$ cat src/design/logger_pkg.sv
//////////////////////////////////////////////////
// event logger datapath definitions
// widths, record layout, channel numbers and the
// arbiter state encoding
//////////////////////////////////////////////////
`default_nettype none

package logger_pkg;

    typedef logic [15:0] word_t;     // one output or message word
    typedef logic [31:0] time_t;     // xclk cycles since reset release
    typedef logic        chan_t;     // channel number
    typedef logic [14:0] seq_t;      // record sequence count

    localparam chan_t CH_PULSE = 1'b0;  // highest priority
    localparam chan_t CH_MSG   = 1'b1;
    localparam int    N_CHAN   = 2;

    // record is header, time high, time low, then payload
    localparam int MSG_WORDS    = 4;
    localparam int RECORD_WORDS = 7;

    // pulse level must hold this long, power of two
    localparam int DENOISE_CYCLES = 16;
    // first sample of an edge to the latched time
    localparam int TS_LATENCY     = 2;

    typedef enum logic {
        IDLE,   // waiting for a ready and stamped channel
        SEND    // streaming the words of one record
    } arb_state_t;

endpackage

`default_nettype wire

$ cat src/design/logger_regs_pkg.sv
//////////////////////////////////////////////////
// event logger register map
// command addresses and config field positions
//////////////////////////////////////////////////
`default_nettype none

package logger_regs_pkg;

    typedef logic [2:0]  reg_addr_t;   // command address
    typedef logic [31:0] cfg_data_t;   // command data
    typedef logic [3:0]  gpio_sel_t;   // gpio index

    localparam reg_addr_t ADDR_CONFIG   = 3'd0;
    localparam reg_addr_t ADDR_MSG_BASE = 3'd4;  // 4..7 are message words 0..3

    // config register field positions
    localparam int CFG_MSG_SEL   = 0;    // 3:0 message trigger pin
    localparam int CFG_MSG_INV   = 4;    // invert the trigger
    localparam int CFG_MSG_EN    = 5;
    localparam int CFG_PULSE_SEL = 6;    // 9:6 pulse pin
    localparam int CFG_PULSE_EN  = 10;
    localparam int CFG_LOG_EN    = 11;   // master enable, topmost field

endpackage

`default_nettype wire

$ cat src/design/event_logger.sv
//////////////////////////////////////////////////
// event logger top
// register block, message and pulse channels,
// timestamper and record arbiter on one clock
//////////////////////////////////////////////////
`timescale 1ns/100ps
`default_nettype none

module event_logger
    import logger_pkg::*;
    import logger_regs_pkg::*;
#(
    parameter int N_GPIO = 10    // at most 16 pins
) (
    input  logic              xclk,
    input  logic              config_rst,
    input  logic              i_cmd_valid,
    input  reg_addr_t         i_cmd_addr,
    input  cfg_data_t         i_cmd_data,
    input  logic [N_GPIO-1:0] i_gpio,
    input  logic              i_log_ready,
    output logic              o_log_valid,
    output word_t             o_log_data
);

    gpio_sel_t         msg_sel;
    gpio_sel_t         pulse_sel;
    logic              msg_inv;
    logic              msg_en;
    logic              pulse_en;
    logic              msg_we;
    logic [1:0]        msg_waddr;
    word_t             msg_wdata;
    word_t             msg_data;
    logic              msg_next;
    logic [N_CHAN-1:0] ts_req;      // indexed by channel number
    logic [N_CHAN-1:0] ts_ack;
    logic [N_CHAN-1:0] pending;
    logic [N_CHAN-1:0] rdy;
    logic [N_CHAN-1:0] done;
    chan_t             ts_sel;
    time_t             ts_time;

    logger_regs u_logger_regs (
        .xclk        (xclk),
        .config_rst  (config_rst),
        .i_cmd_valid (i_cmd_valid),
        .i_cmd_addr  (i_cmd_addr),
        .i_cmd_data  (i_cmd_data),
        .o_msg_sel   (msg_sel),
        .o_pulse_sel (pulse_sel),
        .o_msg_inv   (msg_inv),
        .o_msg_en    (msg_en),
        .o_pulse_en  (pulse_en),
        .o_msg_we    (msg_we),
        .o_msg_waddr (msg_waddr),
        .o_msg_wdata (msg_wdata)
    );

    msg_channel #(.N_GPIO(N_GPIO)) u_msg_channel (
        .xclk       (xclk),
        .config_rst (config_rst),
        .i_gpio     (i_gpio),
        .i_sel      (msg_sel),
        .i_inv      (msg_inv),
        .i_en       (msg_en),
        .i_we       (msg_we),
        .i_waddr    (msg_waddr),
        .i_wdata    (msg_wdata),
        .i_next     (msg_next),
        .i_done     (done[CH_MSG]),
        .o_ts_req   (ts_req[CH_MSG]),
        .o_rdy      (rdy[CH_MSG]),
        .o_data     (msg_data)
    );

    pulse_channel #(.N_GPIO(N_GPIO)) u_pulse_channel (
        .xclk       (xclk),
        .config_rst (config_rst),
        .i_gpio     (i_gpio),
        .i_sel      (pulse_sel),
        .i_en       (pulse_en),
        .i_done     (done[CH_PULSE]),
        .o_ts_req   (ts_req[CH_PULSE]),
        .o_rdy      (rdy[CH_PULSE])
    );

    event_timestamper u_event_timestamper (
        .xclk       (xclk),
        .config_rst (config_rst),
        .i_req      (ts_req),
        .i_ack      (ts_ack),
        .i_sel      (ts_sel),
        .o_pending  (pending),
        .o_time     (ts_time)
    );

    record_arbiter u_record_arbiter (
        .xclk        (xclk),
        .config_rst  (config_rst),
        .i_rdy       (rdy),
        .i_pending   (pending),
        .i_time      (ts_time),
        .i_msg_data  (msg_data),
        .i_log_ready (i_log_ready),
        .o_sel       (ts_sel),
        .o_ack       (ts_ack),
        .o_msg_next  (msg_next),
        .o_done      (done),
        .o_log_valid (o_log_valid),
        .o_log_data  (o_log_data)
    );

endmodule

`default_nettype wire

$ cat src/design/event_timestamper.sv
//////////////////////////////////////////////////
// event logger timestamper
// free running time counter and one held latch
// per channel, released by the arbiter
//////////////////////////////////////////////////
`timescale 1ns/100ps
`default_nettype none

module event_timestamper
    import logger_pkg::*;
(
    input  logic              xclk,
    input  logic              config_rst,
    input  logic [N_CHAN-1:0] i_req,
    input  logic [N_CHAN-1:0] i_ack,
    input  chan_t             i_sel,
    output logic [N_CHAN-1:0] o_pending,
    output time_t             o_time
);

    time_t time_q;             // zero in the first cycle after reset
    time_t ts_q [N_CHAN];

    always_ff @(posedge xclk) begin
        if (config_rst) begin
            time_q    <= '0;
            o_pending <= '0;
        end else begin
            time_q <= time_q + 1'b1;
            for (int c = 0; c < N_CHAN; c++) begin
                if (i_req[c]) o_pending[c] <= 1'b1;
                else if (i_ack[c]) o_pending[c] <= 1'b0;
            end
        end
    end

    always_ff @(posedge xclk) begin
        for (int c = 0; c < N_CHAN; c++) begin
            if (i_req[c]) ts_q[c] <= time_q;    // newer request overwrites
        end
    end

    assign o_time = ts_q[i_sel];

    // arbiter only releases a channel it saw stamped
    a_ack_pending: assert property (@(posedge xclk) disable iff (config_rst)
        (i_ack & ~o_pending) == '0)
        else $error("timestamp ack without a pending latch");

endmodule

`default_nettype wire

$ cat src/design/logger_regs.sv
//////////////////////////////////////////////////
// event logger register block
// decodes command writes into the config register
// and registered message word write strobes
//////////////////////////////////////////////////
`timescale 1ns/100ps
`default_nettype none

module logger_regs
    import logger_pkg::*;
    import logger_regs_pkg::*;
(
    input  logic       xclk,
    input  logic       config_rst,
    input  logic       i_cmd_valid,
    input  reg_addr_t  i_cmd_addr,
    input  cfg_data_t  i_cmd_data,
    output gpio_sel_t  o_msg_sel,
    output gpio_sel_t  o_pulse_sel,
    output logic       o_msg_inv,
    output logic       o_msg_en,
    output logic       o_pulse_en,
    output logic       o_msg_we,
    output logic [1:0] o_msg_waddr,
    output word_t      o_msg_wdata
);

    logic [CFG_LOG_EN:0] cfg_q;    // fields 11:0 of the config word
    logic                cfg_wr;
    logic                msg_wr;

    assign cfg_wr = i_cmd_valid && (i_cmd_addr == ADDR_CONFIG);
    assign msg_wr = i_cmd_valid && (i_cmd_addr >= ADDR_MSG_BASE);  // upper half of the map

    always_ff @(posedge xclk) begin
        if (config_rst) begin
            cfg_q    <= '0;          // everything disabled
            o_msg_we <= 1'b0;
        end else begin
            if (cfg_wr) cfg_q <= i_cmd_data[CFG_LOG_EN:0];
            o_msg_we <= msg_wr;      // one cycle behind the command
        end
    end

    always_ff @(posedge xclk) begin
        if (msg_wr) begin
            o_msg_waddr <= i_cmd_addr[1:0];               // base is 4, low bits index the word
            o_msg_wdata <= i_cmd_data[$bits(word_t)-1:0];
        end
    end

    assign o_msg_sel   = cfg_q[CFG_MSG_SEL +: $bits(gpio_sel_t)];
    assign o_pulse_sel = cfg_q[CFG_PULSE_SEL +: $bits(gpio_sel_t)];
    assign o_msg_inv   = cfg_q[CFG_MSG_INV];

    // channel enables already qualified by the logger enable
    assign o_msg_en   = cfg_q[CFG_MSG_EN] & cfg_q[CFG_LOG_EN];
    assign o_pulse_en = cfg_q[CFG_PULSE_EN] & cfg_q[CFG_LOG_EN];

    // command fields settle before the valid edge
    a_cmd_known: assert property (@(posedge xclk) disable iff (config_rst)
        i_cmd_valid |-> !$isunknown({i_cmd_addr, i_cmd_data}))
        else $error("command address or data unknown on a valid write");

endmodule

`default_nettype wire

$ cat src/design/msg_channel.sv
//////////////////////////////////////////////////
// event logger message channel
// leading trigger edge requests the timestamp,
// trailing edge marks the software message ready
//////////////////////////////////////////////////
`timescale 1ns/100ps
`default_nettype none

module msg_channel
    import logger_pkg::*;
    import logger_regs_pkg::*;
#(
    parameter int N_GPIO = 10
) (
    input  logic              xclk,
    input  logic              config_rst,
    input  logic [N_GPIO-1:0] i_gpio,
    input  gpio_sel_t         i_sel,
    input  logic              i_inv,
    input  logic              i_en,
    input  logic              i_we,
    input  logic [1:0]        i_waddr,
    input  word_t             i_wdata,
    input  logic              i_next,
    input  logic              i_done,
    output logic              o_ts_req,
    output logic              o_rdy,
    output word_t             o_data
);

    logic [N_GPIO-1:0]               gpio_s0;    // first sample
    logic [N_GPIO-1:0]               gpio_s1;
    logic [N_GPIO-1:0]               gpio_s2;    // previous synced value
    logic [2**$bits(gpio_sel_t)-1:0] cur_ext;
    logic [2**$bits(gpio_sel_t)-1:0] prev_ext;
    logic                            lead;
    logic                            trail;
    logic                            armed;      // timestamp taken, waiting for trailing edge
    word_t                           msg_mem [MSG_WORDS];
    logic [1:0]                      rd_ptr;

    // pins beyond N_GPIO read as zero
    always_comb begin
        cur_ext  = '0;
        prev_ext = '0;
        cur_ext[N_GPIO-1:0]  = gpio_s1;
        prev_ext[N_GPIO-1:0] = gpio_s2;
    end

    // select and invert after the synchroniser so a config change makes no edge
    assign lead  = (cur_ext[i_sel] ^ i_inv) & ~(prev_ext[i_sel] ^ i_inv);
    assign trail = ~(cur_ext[i_sel] ^ i_inv) & (prev_ext[i_sel] ^ i_inv);

    assign o_ts_req = i_en & lead & ~o_rdy;   // ignored while a record waits

    always_ff @(posedge xclk) begin
        if (config_rst) begin
            gpio_s0 <= '0;
            gpio_s1 <= '0;
            gpio_s2 <= '0;
            armed   <= 1'b0;
            o_rdy   <= 1'b0;
            rd_ptr  <= '0;
        end else begin
            gpio_s0 <= i_gpio;
            gpio_s1 <= gpio_s0;
            gpio_s2 <= gpio_s1;
            if (!i_en) armed <= 1'b0;
            else if (o_ts_req) armed <= 1'b1;
            else if (trail) armed <= 1'b0;
            if (!i_en || i_done) o_rdy <= 1'b0;           // disable drops the record
            else if (trail && armed) o_rdy <= 1'b1;
            if (i_done) rd_ptr <= '0;
            else if (i_next) rd_ptr <= rd_ptr + 1'b1;
        end
    end

    always_ff @(posedge xclk) begin
        if (i_we) msg_mem[i_waddr] <= i_wdata;
    end

    assign o_data = msg_mem[rd_ptr];

endmodule

`default_nettype wire

$ cat src/design/pulse_channel.sv
//////////////////////////////////////////////////
// event logger pulse channel
// de-noised rising edge of a selected gpio pin,
// logged with its timestamp only
//////////////////////////////////////////////////
`timescale 1ns/100ps
`default_nettype none

module pulse_channel
    import logger_pkg::*;
    import logger_regs_pkg::*;
#(
    parameter int N_GPIO = 10
) (
    input  logic              xclk,
    input  logic              config_rst,
    input  logic [N_GPIO-1:0] i_gpio,
    input  gpio_sel_t         i_sel,
    input  logic              i_en,
    input  logic              i_done,
    output logic              o_ts_req,
    output logic              o_rdy
);

    logic [N_GPIO-1:0]                  gpio_s0;
    logic [N_GPIO-1:0]                  gpio_s1;
    logic [2**$bits(gpio_sel_t)-1:0]    smp_ext;
    logic                               smp;     // synced selected pin
    logic                               level;   // de-noised level
    logic [$clog2(DENOISE_CYCLES)-1:0]  cnt;     // down-counter while smp differs
    logic                               flip;

    always_comb begin
        smp_ext = '0;
        smp_ext[N_GPIO-1:0] = gpio_s1;
    end

    assign smp  = smp_ext[i_sel];
    assign flip = (smp != level) && (cnt == '0);   // new level held long enough

    always_ff @(posedge xclk) begin
        if (config_rst) begin
            gpio_s0  <= '0;
            gpio_s1  <= '0;
            level    <= 1'b0;
            cnt      <= '1;
            o_ts_req <= 1'b0;
            o_rdy    <= 1'b0;
        end else begin
            gpio_s0 <= i_gpio;
            gpio_s1 <= gpio_s0;
            if (smp == level) cnt <= '1;                  // all ones is DENOISE_CYCLES-1
            else if (cnt != '0) cnt <= cnt - 1'b1;
            if (flip) level <= smp;
            o_ts_req <= i_en && flip && smp && !o_rdy;    // rising edges only
            if (!i_en || i_done) o_rdy <= 1'b0;
            else if (flip && smp) o_rdy <= 1'b1;          // with the request, no payload
        end
    end

endmodule

`default_nettype wire

$ cat src/design/record_arbiter.sv
//////////////////////////////////////////////////
// event logger record arbiter
// picks a ready, stamped channel and streams its
// 7-word record over a valid/ready output
//////////////////////////////////////////////////
`timescale 1ns/100ps
`default_nettype none

module record_arbiter
    import logger_pkg::*;
(
    input  logic              xclk,
    input  logic              config_rst,
    input  logic [N_CHAN-1:0] i_rdy,
    input  logic [N_CHAN-1:0] i_pending,
    input  time_t             i_time,
    input  word_t             i_msg_data,
    input  logic              i_log_ready,
    output chan_t             o_sel,
    output logic [N_CHAN-1:0] o_ack,
    output logic              o_msg_next,
    output logic [N_CHAN-1:0] o_done,
    output logic              o_log_valid,
    output word_t             o_log_data
);

    arb_state_t                      state;
    logic [N_CHAN-1:0]               cand;
    logic                            grant_any;
    chan_t                           grant;
    chan_t                           chan_q;     // channel being sent
    logic [$clog2(RECORD_WORDS)-1:0] wcnt;       // index of the word on the output
    seq_t                            seq_q;
    logic                            accept;
    logic                            last;
    word_t                           next_word;

    assign cand   = i_rdy & i_pending;
    assign accept = o_log_valid & i_log_ready;
    assign last   = (wcnt == RECORD_WORDS - 1);
    assign o_sel  = chan_q;

    // lowest channel number wins
    always_comb begin
        grant_any = 1'b0;
        grant     = CH_PULSE;
        for (int c = N_CHAN - 1; c >= 0; c--) begin
            if (cand[c]) begin
                grant_any = 1'b1;
                grant     = chan_t'(c);
            end
        end
    end

    // word that follows the one being accepted
    always_comb begin
        case (wcnt)
            3'd0:    next_word = i_time[31:16];
            3'd1:    next_word = i_time[15:0];
            default: next_word = (chan_q == CH_MSG) ? i_msg_data : '0;  // pulse payload is zero
        endcase
    end

    assign o_msg_next = accept && !last && (wcnt >= 3'd2) && (chan_q == CH_MSG);

    // release the latch and the channel as the last word goes out
    always_comb begin
        o_done = '0;
        if (accept && last) o_done[chan_q] = 1'b1;
    end
    assign o_ack = o_done;

    always_ff @(posedge xclk) begin
        if (config_rst) begin
            state       <= IDLE;
            o_log_valid <= 1'b0;
            chan_q      <= CH_PULSE;
            wcnt        <= '0;
            seq_q       <= '0;
        end else begin
            case (state)
                IDLE: begin
                    if (grant_any) begin
                        state       <= SEND;
                        o_log_valid <= 1'b1;    // header valid next cycle
                        chan_q      <= grant;
                        wcnt        <= '0;
                    end
                end
                SEND: begin
                    if (accept) begin
                        if (last) begin
                            state       <= IDLE;
                            o_log_valid <= 1'b0;
                            seq_q       <= seq_q + 1'b1;
                        end else begin
                            wcnt <= wcnt + 1'b1;
                        end
                    end
                end
                default: state <= IDLE;
            endcase
        end
    end

    always_ff @(posedge xclk) begin
        if (state == IDLE) o_log_data <= {grant, seq_q};       // header, channel in bit 15
        else if (accept && !last) o_log_data <= next_word;     // held under back-pressure
    end

    a_hold: assert property (@(posedge xclk) disable iff (config_rst)
        o_log_valid && !i_log_ready |=> o_log_valid && $stable(o_log_data))
        else $error("log word changed under back-pressure");

endmodule

`default_nettype wire

$ cat config.mk
export PLATFORM = sky130hd
export DESIGN_NAME = event_logger
export DESIGN_NICKNAME = d
export VERILOG_FILES = /design/src/design/logger_pkg.sv /design/src/design/logger_regs_pkg.sv /design/src/design/event_logger.sv /design/src/design/event_timestamper.sv /design/src/design/logger_regs.sv /design/src/design/msg_channel.sv /design/src/design/pulse_channel.sv /design/src/design/record_arbiter.sv
export SDC_FILE = /design/constraint.sdc
export NUM_CORES = 1
export LEC_CHECK = 0
export BUFFER_PORTS_ARGS = -buffer_cell sky130_fd_sc_hd__clkbuf_2
export CAP_MARGIN = 25
export CORE_MARGIN = 1.5
export CORE_UTILIZATION = 25
export CTS_CLUSTER_SIZE = 16
export DETAILED_ROUTE_END_ITERATION = 7
export GPL_ROUTABILITY_DRIVEN = 0
export GPL_TIMING_DRIVEN = 0
export PLACE_DENSITY = 0.44
export SYNTH_ARGS = -nofsm -noshare
export SYNTH_HDL_FRONTEND = slang
export SYNTH_SLANG_ARGS = --single-unit
$ cat constraint.sdc
create_clock -name xclk -period 4.35 [get_ports xclk]
set_input_delay 0.87 -clock xclk [delete_from_list [all_inputs] [get_ports xclk]]
set_output_delay 0.87 -clock xclk [all_outputs]
set_load 0.01 [all_outputs]
==> results.py <==
metrics = {
    "run_status": {
        "status": "completed",
    },
    "sta": {
        "finalSetupViolCount": 0,
        "rsz0062_at_grt": "no",
        "post-route-period-util": 0.673,
        "fin_skew_ns": 0.0167,
        "whs_ns": 0.434,
        "period_needed_ns": 2.93,
        "fin_tns_setup_ns": 0,
        "finalHoldViolCount": 0,
        "worstMarginPinSlew_ns": 0.931,
        "clock.fmax_ghz": 0.341,
        "slew_headroom": 0.379,
        "slew_viol_final": 0,
    },
    "power_and_ir_drop": {
        "combPwrFrac": 0.017,
        "p_int_mw": 4.37,
        "clockPowerShare": 0.472,
        "p_leak_nw": 4.24,
        "swShare": 0.203,
        "switching_power_mw": 1.11,
        "p_seq_frac": 0.511,
        "vdd_drop_max_mv": 0.326,
        "p_per_area_mw_per_mm2": 440,
    },
    "final_layout": {
        "regArea_sq_mm": 0.00711,
        "multi_input_area_sq_mm": 0.00320,
        "diodes": 0,
        "drive_gt1_frac": 0.151,
        "nets": 919,
        "syn_to_final_growth_pct": 18.8,
        "nFillCells": 4236,
    },
    "drt": {
        "drt.antenna.violating_nets": 0,
        "wl_mm": 23.3,
        "drt-pass1-iter-count": 4,
        "vias_per_cell": 4.31,
        "drc": 0,
        "vias": 6117,
        "drtIter0Drc": 287,
        "wl_per_cell_um": 16.4,
    },
    "critical_path": {
        "r2r_start": "u_logger_regs.cfg_q[0]",
        "crit_chain": "buf_6 -> mux4_1 -> a2bb2oi_1 -> a22oi_1 -> and2_4 -> a22oi_1 -> inv_2",
        "required_ns": 4.53,
        "cp-startpoint": "u_logger_regs.cfg_q[0]",
        "rr_endpoint": "u_event_timestamper.ts_q[1][28]",
        "rr_worst_depth": 7,
        "crit_fanout": 32,
        "cp-end-kind": "flip-flop",
        "critPathCapture": "u_event_timestamper.ts_q[1][28]",
        "cp_data_arrival_time_ns": 3.11,
        "cp_top_family": "buffers and inverters",
        "crit_slowest_cell": "inv_2",
        "cp_num_buf_inv": 2,
        "crit_path_start_kind": "flip-flop",
        "crit_type": "reg -> reg",
        "max_stage_delay_ns": 0.62,
        "cpMostUsedCell": "a22oi_1",
        "cp_num_cells": 7,
        "rrSetupSlack_ns": 1.42,
    },
    "yosys": {
        "synth_edf_count": 162,
        "synthArstFlopShare": 0,
        "yosysWarnings": 0,
        "yosysSeqAreaShare": 0.678,
        "synth_ff_type": "edfxtp_1",
        "syn_avg_cell_area_sq_um": 13.5,
        "synth_area_sq_mm": 0.0105,
        "synth_fp_nets": 836,
        "synth_cell_type_count": 49,
        "synth_cells": 779,
        "yosys_register_bits": 274,
    },
    "global_route": {
        "gr-total-overflow": 0,
        "grt_max_degree": 34,
        "first_global_vias": 6065,
        "antenna_found_initial": 1,
        "grt_pass1_wl_mm": 35.9,
        "gr-usage-all-layers": 0.108,
    },
    "floorplan": {
        "ios": 66,
        "core_sq_mm": 0.0411,
        "start_util": 0.255,
        "die_y_um": 208,
        "die_x_um": 208,
        "rows": 74,
        "dieArea_sq_mm": 0.0432,
    },
    "clock_tree": {
        "postCtsResizedCells": 0,
        "cts_max_path_buffers": 3,
        "insertion_delay_ns": 0.56,
        "htreeDepth": 1,
        "path_clk_slew_ns": 0.06,
        "cts_sinks": 274,
        "ctsHoldBuffers": 0,
        "post_cts_buffers": 0,
        "cts_tree": "yes",
        "cts_made_buffers": 30,
        "cts_root_buf": "clkbuf_16",
    },
    "worst_hold_path": {
        "hold_path_class": "reg -> reg",
    },
    "placement": {
        "dp_hpwl_mm": 16.1,
        "io_buffers": 48,
    },
    "flow_run": {
        "cap_violations": 0,
    },
}
==> cells by family after synthesis <==
logic type      count (synthesis)  synth area share
flops                         274             0.678
fa+ha+maj                       8           0.00955
xor+xnor                       44            0.0368
mux                            60            0.0819
simple gates                  263             0.123
compound gates                 84            0.0530
buf+inv                        46            0.0183
==> power groups by stage <==
stage / combinational [mW] / clock [mW] / sequential [mW]
finish: 0.0943 / 2.59 / 2.80
global route: 0.106 / 2.75 / 2.81
CTS: 0.0981 / 2.65 / 2.80
detailed placement: 0.0977 / 0 / 2.86
global placement: 0.0951 / 0 / 2.86
floorplan: 0.0536 / 0 / 2.85
==> through the flow <==
| stage | instance area (sq um) | utilization | instances | setup slack (ns) | total power [mW] |
|---|---|---|---|---|---|
| after global routing | 12500 | 0.303 | 1418 | 1.18 | 5.67 |
| after CTS | 12500 | 0.303 | 1418 | 1.38 | 5.56 |
| after floorplan | 10500 | - | 779 | 1.68 | 2.90 |
| after detailed placement | 11400 | 0.278 | 1362 | 1.39 | 2.96 |
| final | 12500 | 0.303 | 1418 | 1.42 | 5.49 |
| after global placement | 11400 | 0.277 | 1359 | 0.911 | 2.95 |
==> layout make-up <==
cell class / instances / area share
plain buffers: 35 / 0.0121
flip-flops and latches: 274 / 0.571
clock inverters: 12 / 0.0116
clock buffers: 44 / 0.0695
well taps: 532 / 0.0534
multi-input cells: 459 / 0.257
repair buffers: 51 / 0.0229
inverters: 11 / 0.00331
==> cells in the mapped netlist, types with 2 or more instances <==
library cell    n  area, sq um
buf_6           2         22.5
dfxtp_1       112         2240
nand2_1        53          199
a31oi_1         4         25.0
mux2i_1        37          370
or3_1           6         37.5
xnor2_1        11         96.3
nand2b_1        5         31.3
ha_1            8          100
nor3b_1         3         22.5
edfxtp_1      162         4860
xor2_1         33          289
a22oi_1         4         30.0
o21ai_0         7         35.0
o22ai_1        15         93.8
and4_1          6         52.6
buf_1           4         15.0
inv_1          11         41.3
clkbuf_1       26         97.6
nor2_1         92          345
nand4_1        11         68.8
nor2b_1        35          219
nand3_1        19         95.1
a221oi_1       17          149
buf_2           3         15.0
and3_1         12         75.1
a2bb2oi_1       2         17.5
mux2_2          3         33.8
nand3b_1        2         15.0
nor3_1          7         35.0
mux4_2         19          428
a21oi_1        28          140
and2_1          4         25.0
==> sequential cells by signal, indices dropped and copies added, names as in the netlist, 12 cells and up, named ones only <==
signal / cells
u_record_arbiter.o_log_data: 16
u_event_timestamper.time_q: 32
u_record_arbiter.seq_q: 15
u_logger_regs.o_msg_wdata: 16
u_event_timestamper.ts_q: 64
u_logger_regs.cfg_q: 12
u_msg_channel.msg_mem: 64
==> per-layer routing <==
metal | vias up | part of all wire | global-route usage
met2 | 100 | 0.45 | 0.172
li1 | 3022 | - | -
met5 | - | 0.00034 | 0
met1 | 2954 | 0.49 | 0.149
met4 | 2 | 0.023 | 0.0322
met3 | 39 | 0.038 | 0.0212
==> layout by cell type (no fill, tap or decap), types with 17 or more instances in the layout <==
master and instances:
xor2_1 33, mux4_2 19, clkbuf_1 36, edfxtp_1 162
a21oi_1 28, nand2_1 53, nand3_1 19, mux2i_1 37
nor2_1 90, a221oi_1 17, clkbuf_16 32, nor2b_1 35
clkbuf_2 48, dfxtp_1 111
==> worst min path at each step <==
stage	start	cells past startpoint	end	slack [ns]
2_1_floorplan	u_pulse_channel.gpio_s0[0]	1	u_pulse_channel.gpio_s1[0]	0.41
3_3_place_gp	u_pulse_channel.gpio_s0[5]	1	u_pulse_channel.gpio_s1[5]	0.42
3_5_place_dp	u_pulse_channel.gpio_s0[9]	1	u_pulse_channel.gpio_s1[9]	0.42
4_1_cts	u_pulse_channel.gpio_s0[9]	1	u_pulse_channel.gpio_s1[9]	0.44
5_1_grt	u_pulse_channel.gpio_s0[9]	1	u_pulse_channel.gpio_s1[9]	0.45
6_report	u_pulse_channel.gpio_s0[5]	1	u_pulse_channel.gpio_s1[5]	0.43
Note: power is estimated with default switching activity, not from simulation.
